===== config.mk =====
export PLATFORM = sky130hd
export DESIGN_NAME = rob_top
export DESIGN_NICKNAME = d
export VERILOG_FILES = /design/src/rob_pkg.sv /design/src/rob_ifs.sv /design/src/rob_alloc.sv /design/src/rob_entry.sv /design/src/rob_commit.sv /design/src/rob_top.sv
export SDC_FILE = /design/constraint.sdc
export NUM_CORES = 2
export LEC_CHECK = 0
export ABC_CLOCK_PERIOD_IN_PS = 5800
export BUFFER_PORTS_ARGS = -buffer_cell sky130_fd_sc_hd__buf_2
export CAP_MARGIN = 15
export CORE_UTILIZATION = 60
export DETAILED_ROUTE_END_ITERATION = 10
export GPL_TIMING_DRIVEN = 0
export PLACE_DENSITY = 0.81
export SLEW_MARGIN = 20
export SYNTH_ARGS = -nofsm -noshare
export SYNTH_HDL_FRONTEND = slang
export SYNTH_SLANG_ARGS = --single-unit

===== constraint.sdc =====
create_clock -name i_clk -period 5.8 [get_ports i_clk]
set_input_delay 0 -clock i_clk [delete_from_list [all_inputs] [get_ports i_clk]]
set_output_delay 0 -clock i_clk [all_outputs]
set_load 0.02 [all_outputs]

===== src/rob_pkg.sv =====
package rob_pkg;

  // ------------------------------------------------------------------------
  // buffer geometry
  // ------------------------------------------------------------------------
  localparam int DISP_SIZE      = 4;   // slots per dispatch group
  localparam int CMT_ENTRY_SIZE = 8;
  localparam int CMT_ENTRY_W    = 3;
  localparam int CMT_ID_W       = 4;   // entry index plus wrap bit

  localparam int VADDR_W = 32;
  localparam int XLEN_W  = 32;

  // per-slot mask within a dispatch group
  typedef logic [DISP_SIZE-1:0]   grp_id_t;
  typedef logic [CMT_ID_W-1:0]    cmt_id_t;
  typedef logic [CMT_ENTRY_W-1:0] entry_idx_t;
  typedef logic [VADDR_W-1:0]     vaddr_t;
  typedef logic [XLEN_W-1:0]      xlen_t;

  // ------------------------------------------------------------------------
  // exception causes in mcause encoding
  // ------------------------------------------------------------------------
  typedef enum logic [3:0] {
    INST_ADDR_MISALIGN = 4'd0,
    INST_ACC_FAULT     = 4'd1,
    ILLEGAL_INST       = 4'd2,
    BREAKPOINT         = 4'd3,
    LOAD_ACC_FAULT     = 4'd5,
    STORE_ACC_FAULT    = 4'd7,
    ECALL_M            = 4'd11
  } except_t;

endpackage


===== src/rob_ifs.sv =====
`timescale 1ns/1ps

// dispatch group load from the allocator into one entry
interface rob_disp_if;
  logic                 load_valid;
  rob_pkg::entry_idx_t  load_idx;   // target entry
  rob_pkg::vaddr_t      pc;
  rob_pkg::grp_id_t     grp_id;

  modport alloc (output load_valid, load_idx, pc, grp_id);
  modport entry (input  load_valid, load_idx, pc, grp_id);
endinterface

// single completion report port
interface rob_done_if;
  logic                 valid;
  rob_pkg::cmt_id_t     cmt_id;
  rob_pkg::grp_id_t     slot;       // one-hot
  logic                 except_valid;
  rob_pkg::except_t     except_type;
  rob_pkg::xlen_t       tval;
  logic                 br_mispred;

  modport src   (output valid, cmt_id, slot, except_valid, except_type, tval, br_mispred);
  modport entry (input  valid, cmt_id, slot, except_valid, except_type, tval, br_mispred);
endinterface

// status of one entry toward the committer
interface rob_entry_if;
  logic                 valid;
  logic                 all_done;
  rob_pkg::grp_id_t     grp_id;
  rob_pkg::vaddr_t      pc;
  rob_pkg::grp_id_t     except_valid;
  rob_pkg::grp_id_t     br_mispred;
  rob_pkg::except_t     except_type [rob_pkg::DISP_SIZE];
  rob_pkg::xlen_t       tval        [rob_pkg::DISP_SIZE];
  logic                 commit_finish;   // frees the entry at commit

  modport entry (
    output valid, all_done, grp_id, pc, except_valid, br_mispred, except_type, tval,
    input  commit_finish
  );
  modport cmt (
    input  valid, all_done, grp_id, pc, except_valid, br_mispred, except_type, tval,
    output commit_finish
  );
endinterface


===== src/rob_alloc.sv =====
`timescale 1ns/1ps

module rob_alloc (
  input  logic              i_clk,
  input  logic              i_reset_n,
  input  logic              i_disp_valid,
  input  rob_pkg::vaddr_t   i_disp_pc,
  input  rob_pkg::grp_id_t  i_disp_grp_id,
  input  logic              i_commit,
  output logic              o_disp_ready,
  output rob_pkg::cmt_id_t  o_disp_cmt_id,
  rob_disp_if.alloc         disp
);

  localparam int CNT_W = rob_pkg::CMT_ENTRY_W + 1;

  rob_pkg::cmt_id_t   r_in_cmt_id;
  logic [CNT_W-1:0]   r_count;   // occupied entries from 0 to 8
  logic               w_xfer;

  assign o_disp_ready  = r_count != CNT_W'(rob_pkg::CMT_ENTRY_SIZE);
  assign o_disp_cmt_id = r_in_cmt_id;
  assign w_xfer        = i_disp_valid & o_disp_ready;

  // load goes to the entry under the pointer
  assign disp.load_valid = w_xfer;
  assign disp.load_idx   = r_in_cmt_id[rob_pkg::CMT_ENTRY_W-1:0];
  assign disp.pc         = i_disp_pc;
  assign disp.grp_id     = i_disp_grp_id;

  always_ff @(posedge i_clk) begin
    if (!i_reset_n) begin
      r_in_cmt_id <= '0;
      r_count     <= '0;
    end else begin
      if (w_xfer) begin
        r_in_cmt_id <= r_in_cmt_id + rob_pkg::cmt_id_t'(1);   // wraps through bit 3
      end
      case ({w_xfer, i_commit})
        2'b10:   r_count <= r_count + CNT_W'(1);
        2'b01:   r_count <= r_count - CNT_W'(1);
        default: r_count <= r_count;   // none or both in one cycle
      endcase
    end
  end

endmodule


===== src/rob_entry.sv =====
`timescale 1ns/1ps

module rob_entry #(
  parameter int ENTRY_IDX = 0
) (
  input  logic        i_clk,
  input  logic        i_reset_n,
  rob_disp_if.entry   disp,
  rob_done_if.entry   done,
  rob_entry_if.entry  status
);

  logic               r_valid;
  rob_pkg::grp_id_t   r_grp_id;
  rob_pkg::grp_id_t   r_done_grp_id;
  rob_pkg::grp_id_t   r_except_valid;
  rob_pkg::grp_id_t   r_br_mispred;
  rob_pkg::vaddr_t    r_pc;
  rob_pkg::except_t   r_except_type [rob_pkg::DISP_SIZE];
  rob_pkg::xlen_t     r_tval        [rob_pkg::DISP_SIZE];

  logic               w_load;
  logic               w_rpt;

  assign w_load = disp.load_valid &
                  (disp.load_idx == rob_pkg::entry_idx_t'(ENTRY_IDX));
  assign w_rpt  = done.valid & r_valid &
                  (done.cmt_id[rob_pkg::CMT_ENTRY_W-1:0] ==
                   rob_pkg::entry_idx_t'(ENTRY_IDX));

  // ------------------------------------------------------------------------
  // control and mask state
  // ------------------------------------------------------------------------
  always_ff @(posedge i_clk) begin
    if (!i_reset_n) begin
      r_valid        <= 1'b0;
      r_grp_id       <= '0;
      r_done_grp_id  <= '0;
      r_except_valid <= '0;
      r_br_mispred   <= '0;
    end else if (status.commit_finish) begin
      r_valid <= 1'b0;
    end else if (w_load) begin
      r_valid        <= 1'b1;
      r_grp_id       <= disp.grp_id;
      r_done_grp_id  <= '0;
      r_except_valid <= '0;
      r_br_mispred   <= '0;
    end else if (w_rpt) begin
      r_done_grp_id <= r_done_grp_id | done.slot;
      for (int d = 0; d < rob_pkg::DISP_SIZE; d++) begin
        if (done.slot[d]) begin
          r_except_valid[d] <= done.except_valid;
          r_br_mispred[d]   <= done.br_mispred;
        end
      end
    end
  end

  // payload qualified by the masks above
  always_ff @(posedge i_clk) begin
    if (w_load) begin
      r_pc <= disp.pc;
    end
    if (w_rpt) begin
      for (int d = 0; d < rob_pkg::DISP_SIZE; d++) begin
        if (done.slot[d]) begin
          r_except_type[d] <= done.except_type;
          r_tval[d]        <= done.tval;
        end
      end
    end
  end

  assign status.valid        = r_valid;
  assign status.all_done     = r_valid & (r_done_grp_id == r_grp_id);
  assign status.grp_id       = r_grp_id;
  assign status.pc           = r_pc;
  assign status.except_valid = r_except_valid;
  assign status.br_mispred   = r_br_mispred;
  assign status.except_type  = r_except_type;
  assign status.tval         = r_tval;

endmodule


===== src/rob_commit.sv =====
`timescale 1ns/1ps

module rob_commit (
  input  logic              i_clk,
  input  logic              i_reset_n,
  rob_entry_if.cmt          ent [rob_pkg::CMT_ENTRY_SIZE],
  output logic              o_commit_valid,
  output rob_pkg::cmt_id_t  o_commit_cmt_id,
  output rob_pkg::grp_id_t  o_commit_grp_id,
  output rob_pkg::grp_id_t  o_commit_except_valid,
  output rob_pkg::except_t  o_commit_except_type,
  output rob_pkg::vaddr_t   o_commit_epc,
  output rob_pkg::xlen_t    o_commit_tval,
  output rob_pkg::grp_id_t  o_commit_dead_id
);

  rob_pkg::cmt_id_t     r_out_cmt_id;
  rob_pkg::entry_idx_t  w_out_idx;

  // entry status flattened for selection by the retire pointer
  logic [rob_pkg::CMT_ENTRY_SIZE-1:0] w_valid;
  logic [rob_pkg::CMT_ENTRY_SIZE-1:0] w_all_done;
  rob_pkg::grp_id_t   w_grp_id       [rob_pkg::CMT_ENTRY_SIZE];
  rob_pkg::vaddr_t    w_pc           [rob_pkg::CMT_ENTRY_SIZE];
  rob_pkg::grp_id_t   w_except_valid [rob_pkg::CMT_ENTRY_SIZE];
  rob_pkg::grp_id_t   w_br_mispred   [rob_pkg::CMT_ENTRY_SIZE];
  rob_pkg::except_t   w_except_type  [rob_pkg::CMT_ENTRY_SIZE][rob_pkg::DISP_SIZE];
  rob_pkg::xlen_t     w_tval         [rob_pkg::CMT_ENTRY_SIZE][rob_pkg::DISP_SIZE];

  rob_pkg::grp_id_t   w_redirect;
  rob_pkg::grp_id_t   w_redirect_oh;
  rob_pkg::grp_id_t   w_alive;
  logic [3:0]         w_type_sel;
  rob_pkg::xlen_t     w_tval_sel;
  rob_pkg::vaddr_t    w_epc_ofs;

  assign w_out_idx = r_out_cmt_id[rob_pkg::CMT_ENTRY_W-1:0];

  for (genvar c = 0; c < rob_pkg::CMT_ENTRY_SIZE; c++) begin : g_ent
    assign w_valid[c]        = ent[c].valid;
    assign w_all_done[c]     = ent[c].all_done;
    assign w_grp_id[c]       = ent[c].grp_id;
    assign w_pc[c]           = ent[c].pc;
    assign w_except_valid[c] = ent[c].except_valid;
    assign w_br_mispred[c]   = ent[c].br_mispred;
    assign w_except_type[c]  = ent[c].except_type;
    assign w_tval[c]         = ent[c].tval;
    assign ent[c].commit_finish = o_commit_valid &
                                  (w_out_idx == rob_pkg::entry_idx_t'(c));
  end

  // ------------------------------------------------------------------------
  // retire pointer at the oldest entry
  // ------------------------------------------------------------------------
  assign o_commit_valid  = w_valid[w_out_idx] & w_all_done[w_out_idx];
  assign o_commit_cmt_id = r_out_cmt_id;
  assign o_commit_grp_id = w_grp_id[w_out_idx];

  always_ff @(posedge i_clk) begin
    if (!i_reset_n) begin
      r_out_cmt_id <= '0;
    end else if (o_commit_valid) begin
      r_out_cmt_id <= r_out_cmt_id + rob_pkg::cmt_id_t'(1);
    end
  end

  // lowest slot that redirects the pc
  assign w_redirect    = w_except_valid[w_out_idx] | w_br_mispred[w_out_idx];
  assign w_redirect_oh = w_redirect & (~w_redirect + rob_pkg::grp_id_t'(1));

  assign o_commit_except_valid = w_except_valid[w_out_idx] & w_redirect_oh;

  always_comb begin
    w_type_sel = '0;
    w_tval_sel = '0;
    w_epc_ofs  = '0;
    for (int d = 0; d < rob_pkg::DISP_SIZE; d++) begin
      if (o_commit_except_valid[d]) begin
        w_type_sel = w_type_sel | w_except_type[w_out_idx][d];
        w_tval_sel = w_tval_sel | w_tval[w_out_idx][d];
      end
      if (w_redirect_oh[d]) begin
        w_epc_ofs = w_epc_ofs | (rob_pkg::vaddr_t'(d) << 2);   // 4 bytes per slot
      end
    end
  end

  assign o_commit_except_type = rob_pkg::except_t'(w_type_sel);
  assign o_commit_epc         = w_pc[w_out_idx] + w_epc_ofs;

  // fetch side faults report the faulting pc itself
  assign o_commit_tval = (o_commit_except_type == rob_pkg::INST_ADDR_MISALIGN ||
                          o_commit_except_type == rob_pkg::INST_ACC_FAULT) ?
                         rob_pkg::xlen_t'(o_commit_epc) : w_tval_sel;

  // slots at and below the redirect stay alive
  // and all of them when nothing redirects
  assign w_alive          = (w_redirect_oh - rob_pkg::grp_id_t'(1)) | w_redirect_oh;
  assign o_commit_dead_id = ~w_alive & o_commit_grp_id;

endmodule


===== src/rob_top.sv =====
`timescale 1ns/1ps

module rob_top (
  input  logic              i_clk,
  input  logic              i_reset_n,

  // dispatch
  input  logic              i_disp_valid,
  input  rob_pkg::vaddr_t   i_disp_pc,
  input  rob_pkg::grp_id_t  i_disp_grp_id,
  output logic              o_disp_ready,
  output rob_pkg::cmt_id_t  o_disp_cmt_id,

  // one completion report per cycle
  input  logic              i_done_valid,
  input  rob_pkg::cmt_id_t  i_done_cmt_id,
  input  rob_pkg::grp_id_t  i_done_slot,
  input  logic              i_done_except_valid,
  input  rob_pkg::except_t  i_done_except_type,
  input  rob_pkg::xlen_t    i_done_tval,
  input  logic              i_done_br_mispred,

  // commit
  output logic              o_commit_valid,
  output rob_pkg::cmt_id_t  o_commit_cmt_id,
  output rob_pkg::grp_id_t  o_commit_grp_id,
  output rob_pkg::grp_id_t  o_commit_except_valid,
  output rob_pkg::except_t  o_commit_except_type,
  output rob_pkg::vaddr_t   o_commit_epc,
  output rob_pkg::xlen_t    o_commit_tval,
  output rob_pkg::grp_id_t  o_commit_dead_id
);

  rob_disp_if   u_disp_if ();
  rob_done_if   u_done_if ();
  rob_entry_if  u_ent_if [rob_pkg::CMT_ENTRY_SIZE] ();

  // report port onto the shared bus
  assign u_done_if.valid        = i_done_valid;
  assign u_done_if.cmt_id       = i_done_cmt_id;
  assign u_done_if.slot         = i_done_slot;
  assign u_done_if.except_valid = i_done_except_valid;
  assign u_done_if.except_type  = i_done_except_type;
  assign u_done_if.tval         = i_done_tval;
  assign u_done_if.br_mispred   = i_done_br_mispred;

  rob_alloc u_alloc (
    .i_clk         (i_clk),
    .i_reset_n     (i_reset_n),
    .i_disp_valid  (i_disp_valid),
    .i_disp_pc     (i_disp_pc),
    .i_disp_grp_id (i_disp_grp_id),
    .i_commit      (o_commit_valid),   // frees one entry
    .o_disp_ready  (o_disp_ready),
    .o_disp_cmt_id (o_disp_cmt_id),
    .disp          (u_disp_if)
  );

  for (genvar c = 0; c < rob_pkg::CMT_ENTRY_SIZE; c++) begin : g_entry
    rob_entry #(.ENTRY_IDX(c)) u_entry (
      .i_clk     (i_clk),
      .i_reset_n (i_reset_n),
      .disp      (u_disp_if),
      .done      (u_done_if),
      .status    (u_ent_if[c])
    );
  end

  rob_commit u_commit (
    .i_clk                 (i_clk),
    .i_reset_n             (i_reset_n),
    .ent                   (u_ent_if),
    .o_commit_valid        (o_commit_valid),
    .o_commit_cmt_id       (o_commit_cmt_id),
    .o_commit_grp_id       (o_commit_grp_id),
    .o_commit_except_valid (o_commit_except_valid),
    .o_commit_except_type  (o_commit_except_type),
    .o_commit_epc          (o_commit_epc),
    .o_commit_tval         (o_commit_tval),
    .o_commit_dead_id      (o_commit_dead_id)
  );

endmodule


Yosys cells after proc, flatten, opt, wreduce, memory -nomap -nowiden
Cells that the tools add are included.

cells by class
  eq/ne operators = 33
  mux-type cells = 91
  reduce and logical (&&, ||, !) cells = 134
  bitwise gates (word level) = 73
  $add $sub $neg = 7
  $lt $le $gt $ge = 2

operators with widths
  operator               number
  $bmux W128 S3          1
  $mux W128              2
  $mux W4                60
  $mux W32               7
  $bmux W32 S3           1
  $or A32 B32 Y32        3
  $reduce_and A2 Y1      48
  $reduce_and A3 Y1      32
  $reduce_bool A2 Y1     41
  $or A4 B4 Y4           13
  $bmux W16 S3           1
  $and A1 B1 Y1          42
  $bmux W4 S3            3
  $eq A3 B3 Y1 const B   12
  $add A32 B4 Y32        1
  $eq A4 B4 Y1           8
  $mux W16               2
  $eq A3 B2 Y1 const B   6
  $add A4 B1 Y4 const B  4
  $reduce_or A2 Y1       8
  $and A4 B4 Y4          3
  $mux W1                10
  $eq A3 B1 Y1 const B   3
  $logic_not A3 Y1       3
  other kinds (15)       26

word-level totals
  register bits after elaboration = 1556
  logic and storage cells = 503

Longest topological paths before layout
  depth in word-level cells = 19
  depth in mapped cells = 21

Hierarchy
From an unflattened synthesis, not the netlist that was laid out.

second synthesis, totals
  cells, all modules = 3179
  area total of the unflattened synthesis = 63143.1 um2

by module, submodules not included
  module                              sequential area each (um2)  area an instance (um2)  instances  cells each
  rob_commit                          80.1                        13407.9                 1          1015
  rob_entry (g_entry[5].u_entry ...)  5625.4                      6169.7                  2          258
  rob_entry (g_entry[1].u_entry ...)  5625.4                      6102.1                  2          260
  rob_entry (g_entry[3].u_entry)      5625.4                      6110.9                  1          260
  rob_entry (g_entry[4].u_entry)      5625.4                      6107.1                  1          258
  rob_entry (g_entry[7].u_entry)      5625.4                      6105.9                  1          260
  rob_entry (g_entry[0].u_entry)      5625.4                      6104.6                  1          262
  rob_alloc                           160.2                       763.2                   1          88

Worst setup path before layout
Ideal clock, no wire load.

  path type = register -> output
  start point = register u_commit.r_out_cmt_id[0] (netlist: u_commit.o_commit_cmt_id[0])
  end point = output o_commit_tval[10]
  data arrival time = 4997 ps
  setup slack = 803 ps
  path buffers = 8
  cell stages (with the launch flop) = 22
  data required time = 5800 ps
  cells stage by stage = dfxtp_1 > buf_6 > buf_6 > buf_6 > buf_4 > buf_6 > buf_4 > buf_2 > buf_4 > mux4_2 > nor3_1 > nor2_1 > nand2_1 > a21boi_0 > ha_1 > inv_1 > fa_1 > nor4_2 > nand2_2 > or3_1 > xor2_1 > mux2_4

between the ends
  elaborated cells between the ends (all ways) = 43

RTL lines
  item                                        RTL line                            source
  from (decl)                                 rob_commit.sv:17                    rob_pkg::cmt_id_t r_out_cmt_id;
  from (signal assigned)                      rob_commit.sv:63                    r_out_cmt_id <= r_out_cmt_id + rob_pkg::cmt_id_t'(1);
  $not A3 Y4 (not written as such) (*)        rob_commit.sv:68, rob_commit.sv:89
  $bmux W4 S3                                 rob_commit.sv:68                    assign w_redirect = w_except_valid[w_out_idx] | w_br_mispred[w_out_idx];
  $mux W4 (not written as such) (2 in a row)  rob_commit.sv:68
  $or A4 B4 Y4                                rob_commit.sv:68
  $not A4 Y4                                  rob_commit.sv:69                    assign w_redirect_oh = w_redirect & (~w_redirect + rob_pkg::grp_id_t'(1));
  $add A4 B1 Y4                               rob_commit.sv:69
  $and A4 B4 Y4                               rob_commit.sv:69
  $mux W3                                     rob_commit.sv:82                    if (w_redirect_oh[d]) begin
  $mux W4 (2 in a row)                        rob_commit.sv:82
  $add A32 B4 Y32 (*)                         rob_commit.sv:89                    assign o_commit_epc = w_pc[w_out_idx] + w_epc_ofs;
  named net o_commit_epc[10]                  rob_top.sv:29                       output rob_pkg::vaddr_t o_commit_epc,
  $mux W32 (*)                                rob_commit.sv:93                    o_commit_except_type == rob_pkg::INST_ACC_FAULT) ?
  to (decl)                                   rob_top.sv:30                       output rob_pkg::xlen_t o_commit_tval,

Mark *: on every way through the listed nets, which the timed path passes. The rest lies on a longest branch. The select of a mux whose other input is x is not followed.

Worst setup path after layout
  start point = register u_commit.r_out_cmt_id[0] (netlist: u_commit.o_commit_cmt_id[0])
  end point = output o_commit_tval[31]

between the ends
  longest elaborated chain between the ends = 19
  elaborated cells between the ends (all ways) = 43

ends and longest elaborated chain
  item                                                                      RTL line
  $not A3 Y4 (not written as such) (*)                                      --
  parallel branches: the longest is 17 deep, another holds $add A32 B4 Y32  --
  $mux W32 (*)                                                              rob_commit.sv:93

Mark *: on every way between the ends. The select of a mux whose other input is x is not followed.

==> impl_metrics.toml <==
[final_layout]
layout.cell_area.non_filler_um2 = 72100
mostFrequentLayoutCells = "sky130_fd_sc_hd__edfxtp_1 (1,408), sky130_fd_sc_hd__mux4_2 (371), sky130_fd_sc_hd__nand2_1 (221), sky130_fd_sc_hd__buf_2 (202), sky130_fd_sc_hd__a21oi_1 (186)"
post_layout_nonfiller_instances = 5288
multiInputGateArea_um2 = 16000
flow.area_growth_from_synthesis_pct = 15.8
seq_area_um2 = 45200
number_of_fillers_in_the_final_layout = 5794
share_of_post_route_cells_with_drive_strength_above_1 = 0.263
layout.cells.most_common = "sky130_fd_sc_hd__edfxtp_1"
final_net_count = 3893
fin_util = 0.705

[logic_synthesis]
post_synth_and_or_nand_nor_area_fraction = 0.0469
synth_top_area_cell = "sky130_fd_sc_hd__edfxtp_1"
largest_family_of_logic_cells_by_synthesized_area = "multiplexers"
synthCells = 3349
synth_compound_gate_area_share = 0.0298
synth_enable_flop_cells = 1408
synthesis.area_per_instance_um2 = 18.6
synth_cell_types = 70
post_synth_xor_xnor_area = 0.00941
postSynthRegisterBits = 1556
netlist.area_leader.share = 0.678
synth-seq-area-share = 0.726
adder_cell_share_of_the_synthesized_area = 0.00406
syn_warnings = 0
ys.flop_type = "sky130_fd_sc_hd__edfxtp_1"
synthesis.area_um2 = 62300
mux_share_of_post_synthesis_cell_area = 0.164
synthArstFlopShare = 0
cell_types_occupying_the_most_area_after_synthesis = "sky130_fd_sc_hd__edfxtp_1 (68%), sky130_fd_sc_hd__mux4_2 (13%), sky130_fd_sc_hd__dfxtp_1 (4.8%)"
mappedNetlistNets = 3454

[power_and_ir_drop]
p_leak_nw = 24.0
power.density_nw_per_um2 = 337
power.share.sequential = 0.508
netSwitchingPower_mw = 5.50
internal_power_mw = 18.8
pwr-share-clk = 0.421
power.ir.vdd_worst_v = 0.000303
switching_share = 0.227
power.share.combinational = 0.072
power_total_mw = 24.3

[sta]
setup_viol = 0
final_hold_viol_count = 0
finalSetupTns_ps = 0
final.setup.worst_slack_ps = 10.2
timing.clock.skew_ps = 21.2
worst_slew_pin_slew_ps = 1260
final_max_slew_viol_count = 0
slew_headroom = 0.162
fmax_ghz = 0.173
layout_worst_path_cycle_share = 0.998
hold-worst-slack_ps = 40.3
layout_min_cycle_time_ps = 5790

[route]
detail_route.wl_per_cell_um = 35.9
via_count = 37435
ant_nets = 0
viasPerCell = 7.08
dr.pass1.iters = 6
routed_wirelength_mm = 190
drc = 0
drt_first_iter_violations = 6896

[placement]
detailed_place_hpwl_mm = 112
detailedPlace.worstSlack_ps = -1960
placement.cell_area_um2 = 65900
placed_cells_incl_taps = 4923
gpl.final_weighted_congestion = 0.942
io_buffers = 169

[setup_path]
path_max_fanout = 11
crit_arrival_ps = 5790
critical_path.reg2reg.endpoint = "u_alloc.r_count[3]$_SDFFE_PN0P_"
cp_top_family = "buffers and inverters"
required_ps = 5800
buf_inv_on_cp = 8
critical_path_top_delay_cell = "sky130_fd_sc_hd__nor4_4"
critPathCaptureType = "output pin"
crit-reg2reg-launch = "u_commit.o_commit_cmt_id[0]$_SDFFE_PN0P_"
setup.worst_path.class = "reg2out"
worstRegToRegCells = 17
path_cells = "buf_6 -> buf_6 -> buf_6 -> buf_8 -> buf_16 -> buf_4 -> mux4_2 -> nand2_1 -> nand2_1 -> ha_1 -> a21oi_2 -> nor3_4 -> nand3b_1 -> clkbuf_4 -> nor4_4 -> xnor2_2 -> mux2_2 -> buf_2"
cpMostUsedCell = "sky130_fd_sc_hd__buf_6"
critical_path.startpoint_type = "register"
slowest_delay_ps = 550
worst-r2r-setup-slack_ps = 1320

[global_routing]
grt-ovfl-total = 0
grt.met1_usage = 0.453
grt_max_degree = 40
use_met3 = 0.106
gr_peak_layer = "met2"
grt_pass1_vias = 38118
grt_pass1_wl_mm = 267
global_route.usage.met2 = 0.561
antenna_found_initial = 8
groute.usage.overall = 0.361

[run_status]
run_status = "complete, no violations"

[cts]
cts_max_path_buffers = 3
path_clk_slew_ps = 70
number_of_buffers_added_by_the_clock_tree_synthesis_step = 148
worst_skew_pair.late_latency_ps = 760
number_of_clock_sinks_seen_by_cts = 1556
cts-root-buf = "sky130_fd_sc_hd__clkbuf_16"
ctsHtreeMaxLevel = 4
cts_tree = "built"

[die]
start_util = 0.609
design.portCount = 176
die-width_um = 324
die_area_um2 = 105000
coreArea_um2 = 102000
die-height_um = 324
row_count = 117

[hold_path]
whs_path_cells = 2
worst_hold_path_type = "in2reg"
whs_endpoint = "g_entry[4].u_entry.status.pc[24]$_DFFE_PP_"
min_from = "i_disp_pc[24]"

[job]
maxCapViolations = 0
## power groups by stage
stage	combinational (mW)	clock, mW	sequential (mW)
floorplan	0.897	0	12.6
global placement	1.52	0	12.6
detailed placement	1.56	0	12.6
CTS	1.67	10.2	12.3
global route	1.79	10.6	12.3
finish	1.74	10.2	12.3
## cell usage after synthesis (all sizes together) (3+ instances only)
| library cell | instances |
|---|---|
| a21boi | 3 |
| a21oi | 187 |
| a31oi | 3 |
| and2 | 42 |
| and3 | 8 |
| and4 | 3 |
| buf | 109 |
| clkbuf | 93 |
| dfxtp | 148 |
| edfxtp | 1408 |
| ha | 17 |
| inv | 43 |
| mux2 | 37 |
| mux2i | 120 |
| mux4 | 376 |
| nand2 | 222 |
| nand2b | 3 |
| nand3 | 81 |
| nand3b | 3 |
| nand4 | 23 |
| nor2 | 115 |
| nor2b | 13 |
| nor3 | 15 |
| nor4 | 19 |
| o211ai | 4 |
| o21ai | 84 |
| o22ai | 35 |
| o32ai | 8 |
| or2 | 3 |
| or3 | 35 |
| xnor2 | 43 |
| xor2 | 24 |
## worst max-delay path by stage
stage,startpoint,end,cells after the start
4_1_cts,u_commit.o_commit_cmt_id[1]$_SDFFE_PN0P_,o_commit_tval[10],16
3_3_place_gp,u_commit.o_commit_cmt_id[2]$_SDFFE_PN0P_,o_commit_tval[10],20
3_5_place_dp,u_commit.o_commit_cmt_id[2]$_SDFFE_PN0P_,o_commit_tval[10],20
5_1_grt,u_commit.o_commit_cmt_id[0]$_SDFFE_PN0P_,o_commit_tval[31],18
2_1_floorplan,u_commit.o_commit_cmt_id[0]$_SDFFE_PN0P_,o_commit_tval[10],21
6_report,u_commit.o_commit_cmt_id[0]$_SDFFE_PN0P_,o_commit_tval[31],18
## cell families (layout without fill, tap and decap cells)
logic type | after synthesis | count (layout)
DFF | 1556 | 1556
and+or+nand+nor | 591 | 591
muxes | 533 | 533
AOI/OAI and AO/OA | 337 | 337
buffers and inverters | 245 | 806
xor gates and xnor gates | 67 | 67
adders and majority gates | 19 | 19
other | 1 | 11
## per-layer routing
layer	wire length, um	vias to the layer above
li1	-	14299
met1	60600	18672
met2	88500	3606
met3	27500	852
met4	13400	6
met5	51	-
## final cells by class
class,instances,share of cell area
plain buffers,192,0.0175
inverters,43,0.00253
clock buffers,181,0.0558
repair buffers,299,0.0364
flip-flops and latches,1556,0.627
multi-input cells,1548,0.222
well taps,1368,0.0237
diodes,10,0.000347
clock inverters,91,0.0147
## flip-flops by register name, summed over array words and instances, names as in the netlist
signal,count
g_entry.u_entry.status.tval,1024
u_alloc.o_disp_cmt_id,4
u_commit.o_commit_cmt_id,4
g_entry.u_entry.status.except_type,128
u_alloc.r_count,4
g_entry.u_entry.status.pc,256
g_entry.u_entry.r_done_grp_id,32
g_entry.u_entry.status.except_valid,32
g_entry.u_entry.status.valid,8
g_entry.u_entry.status.br_mispred,32
g_entry.u_entry.status.grp_id,32
## repair_timing
item,4_1_cts,5_1_grt
setup buffers,3,9
endpoints found under the setup margin,59,7
pin swaps,2,6
gates resized for setup,51,10
endpoints found under the hold margin,1575,0
gates cloned,1,0
hold buffers,80,0
Power figures use the tool's default switching activity.
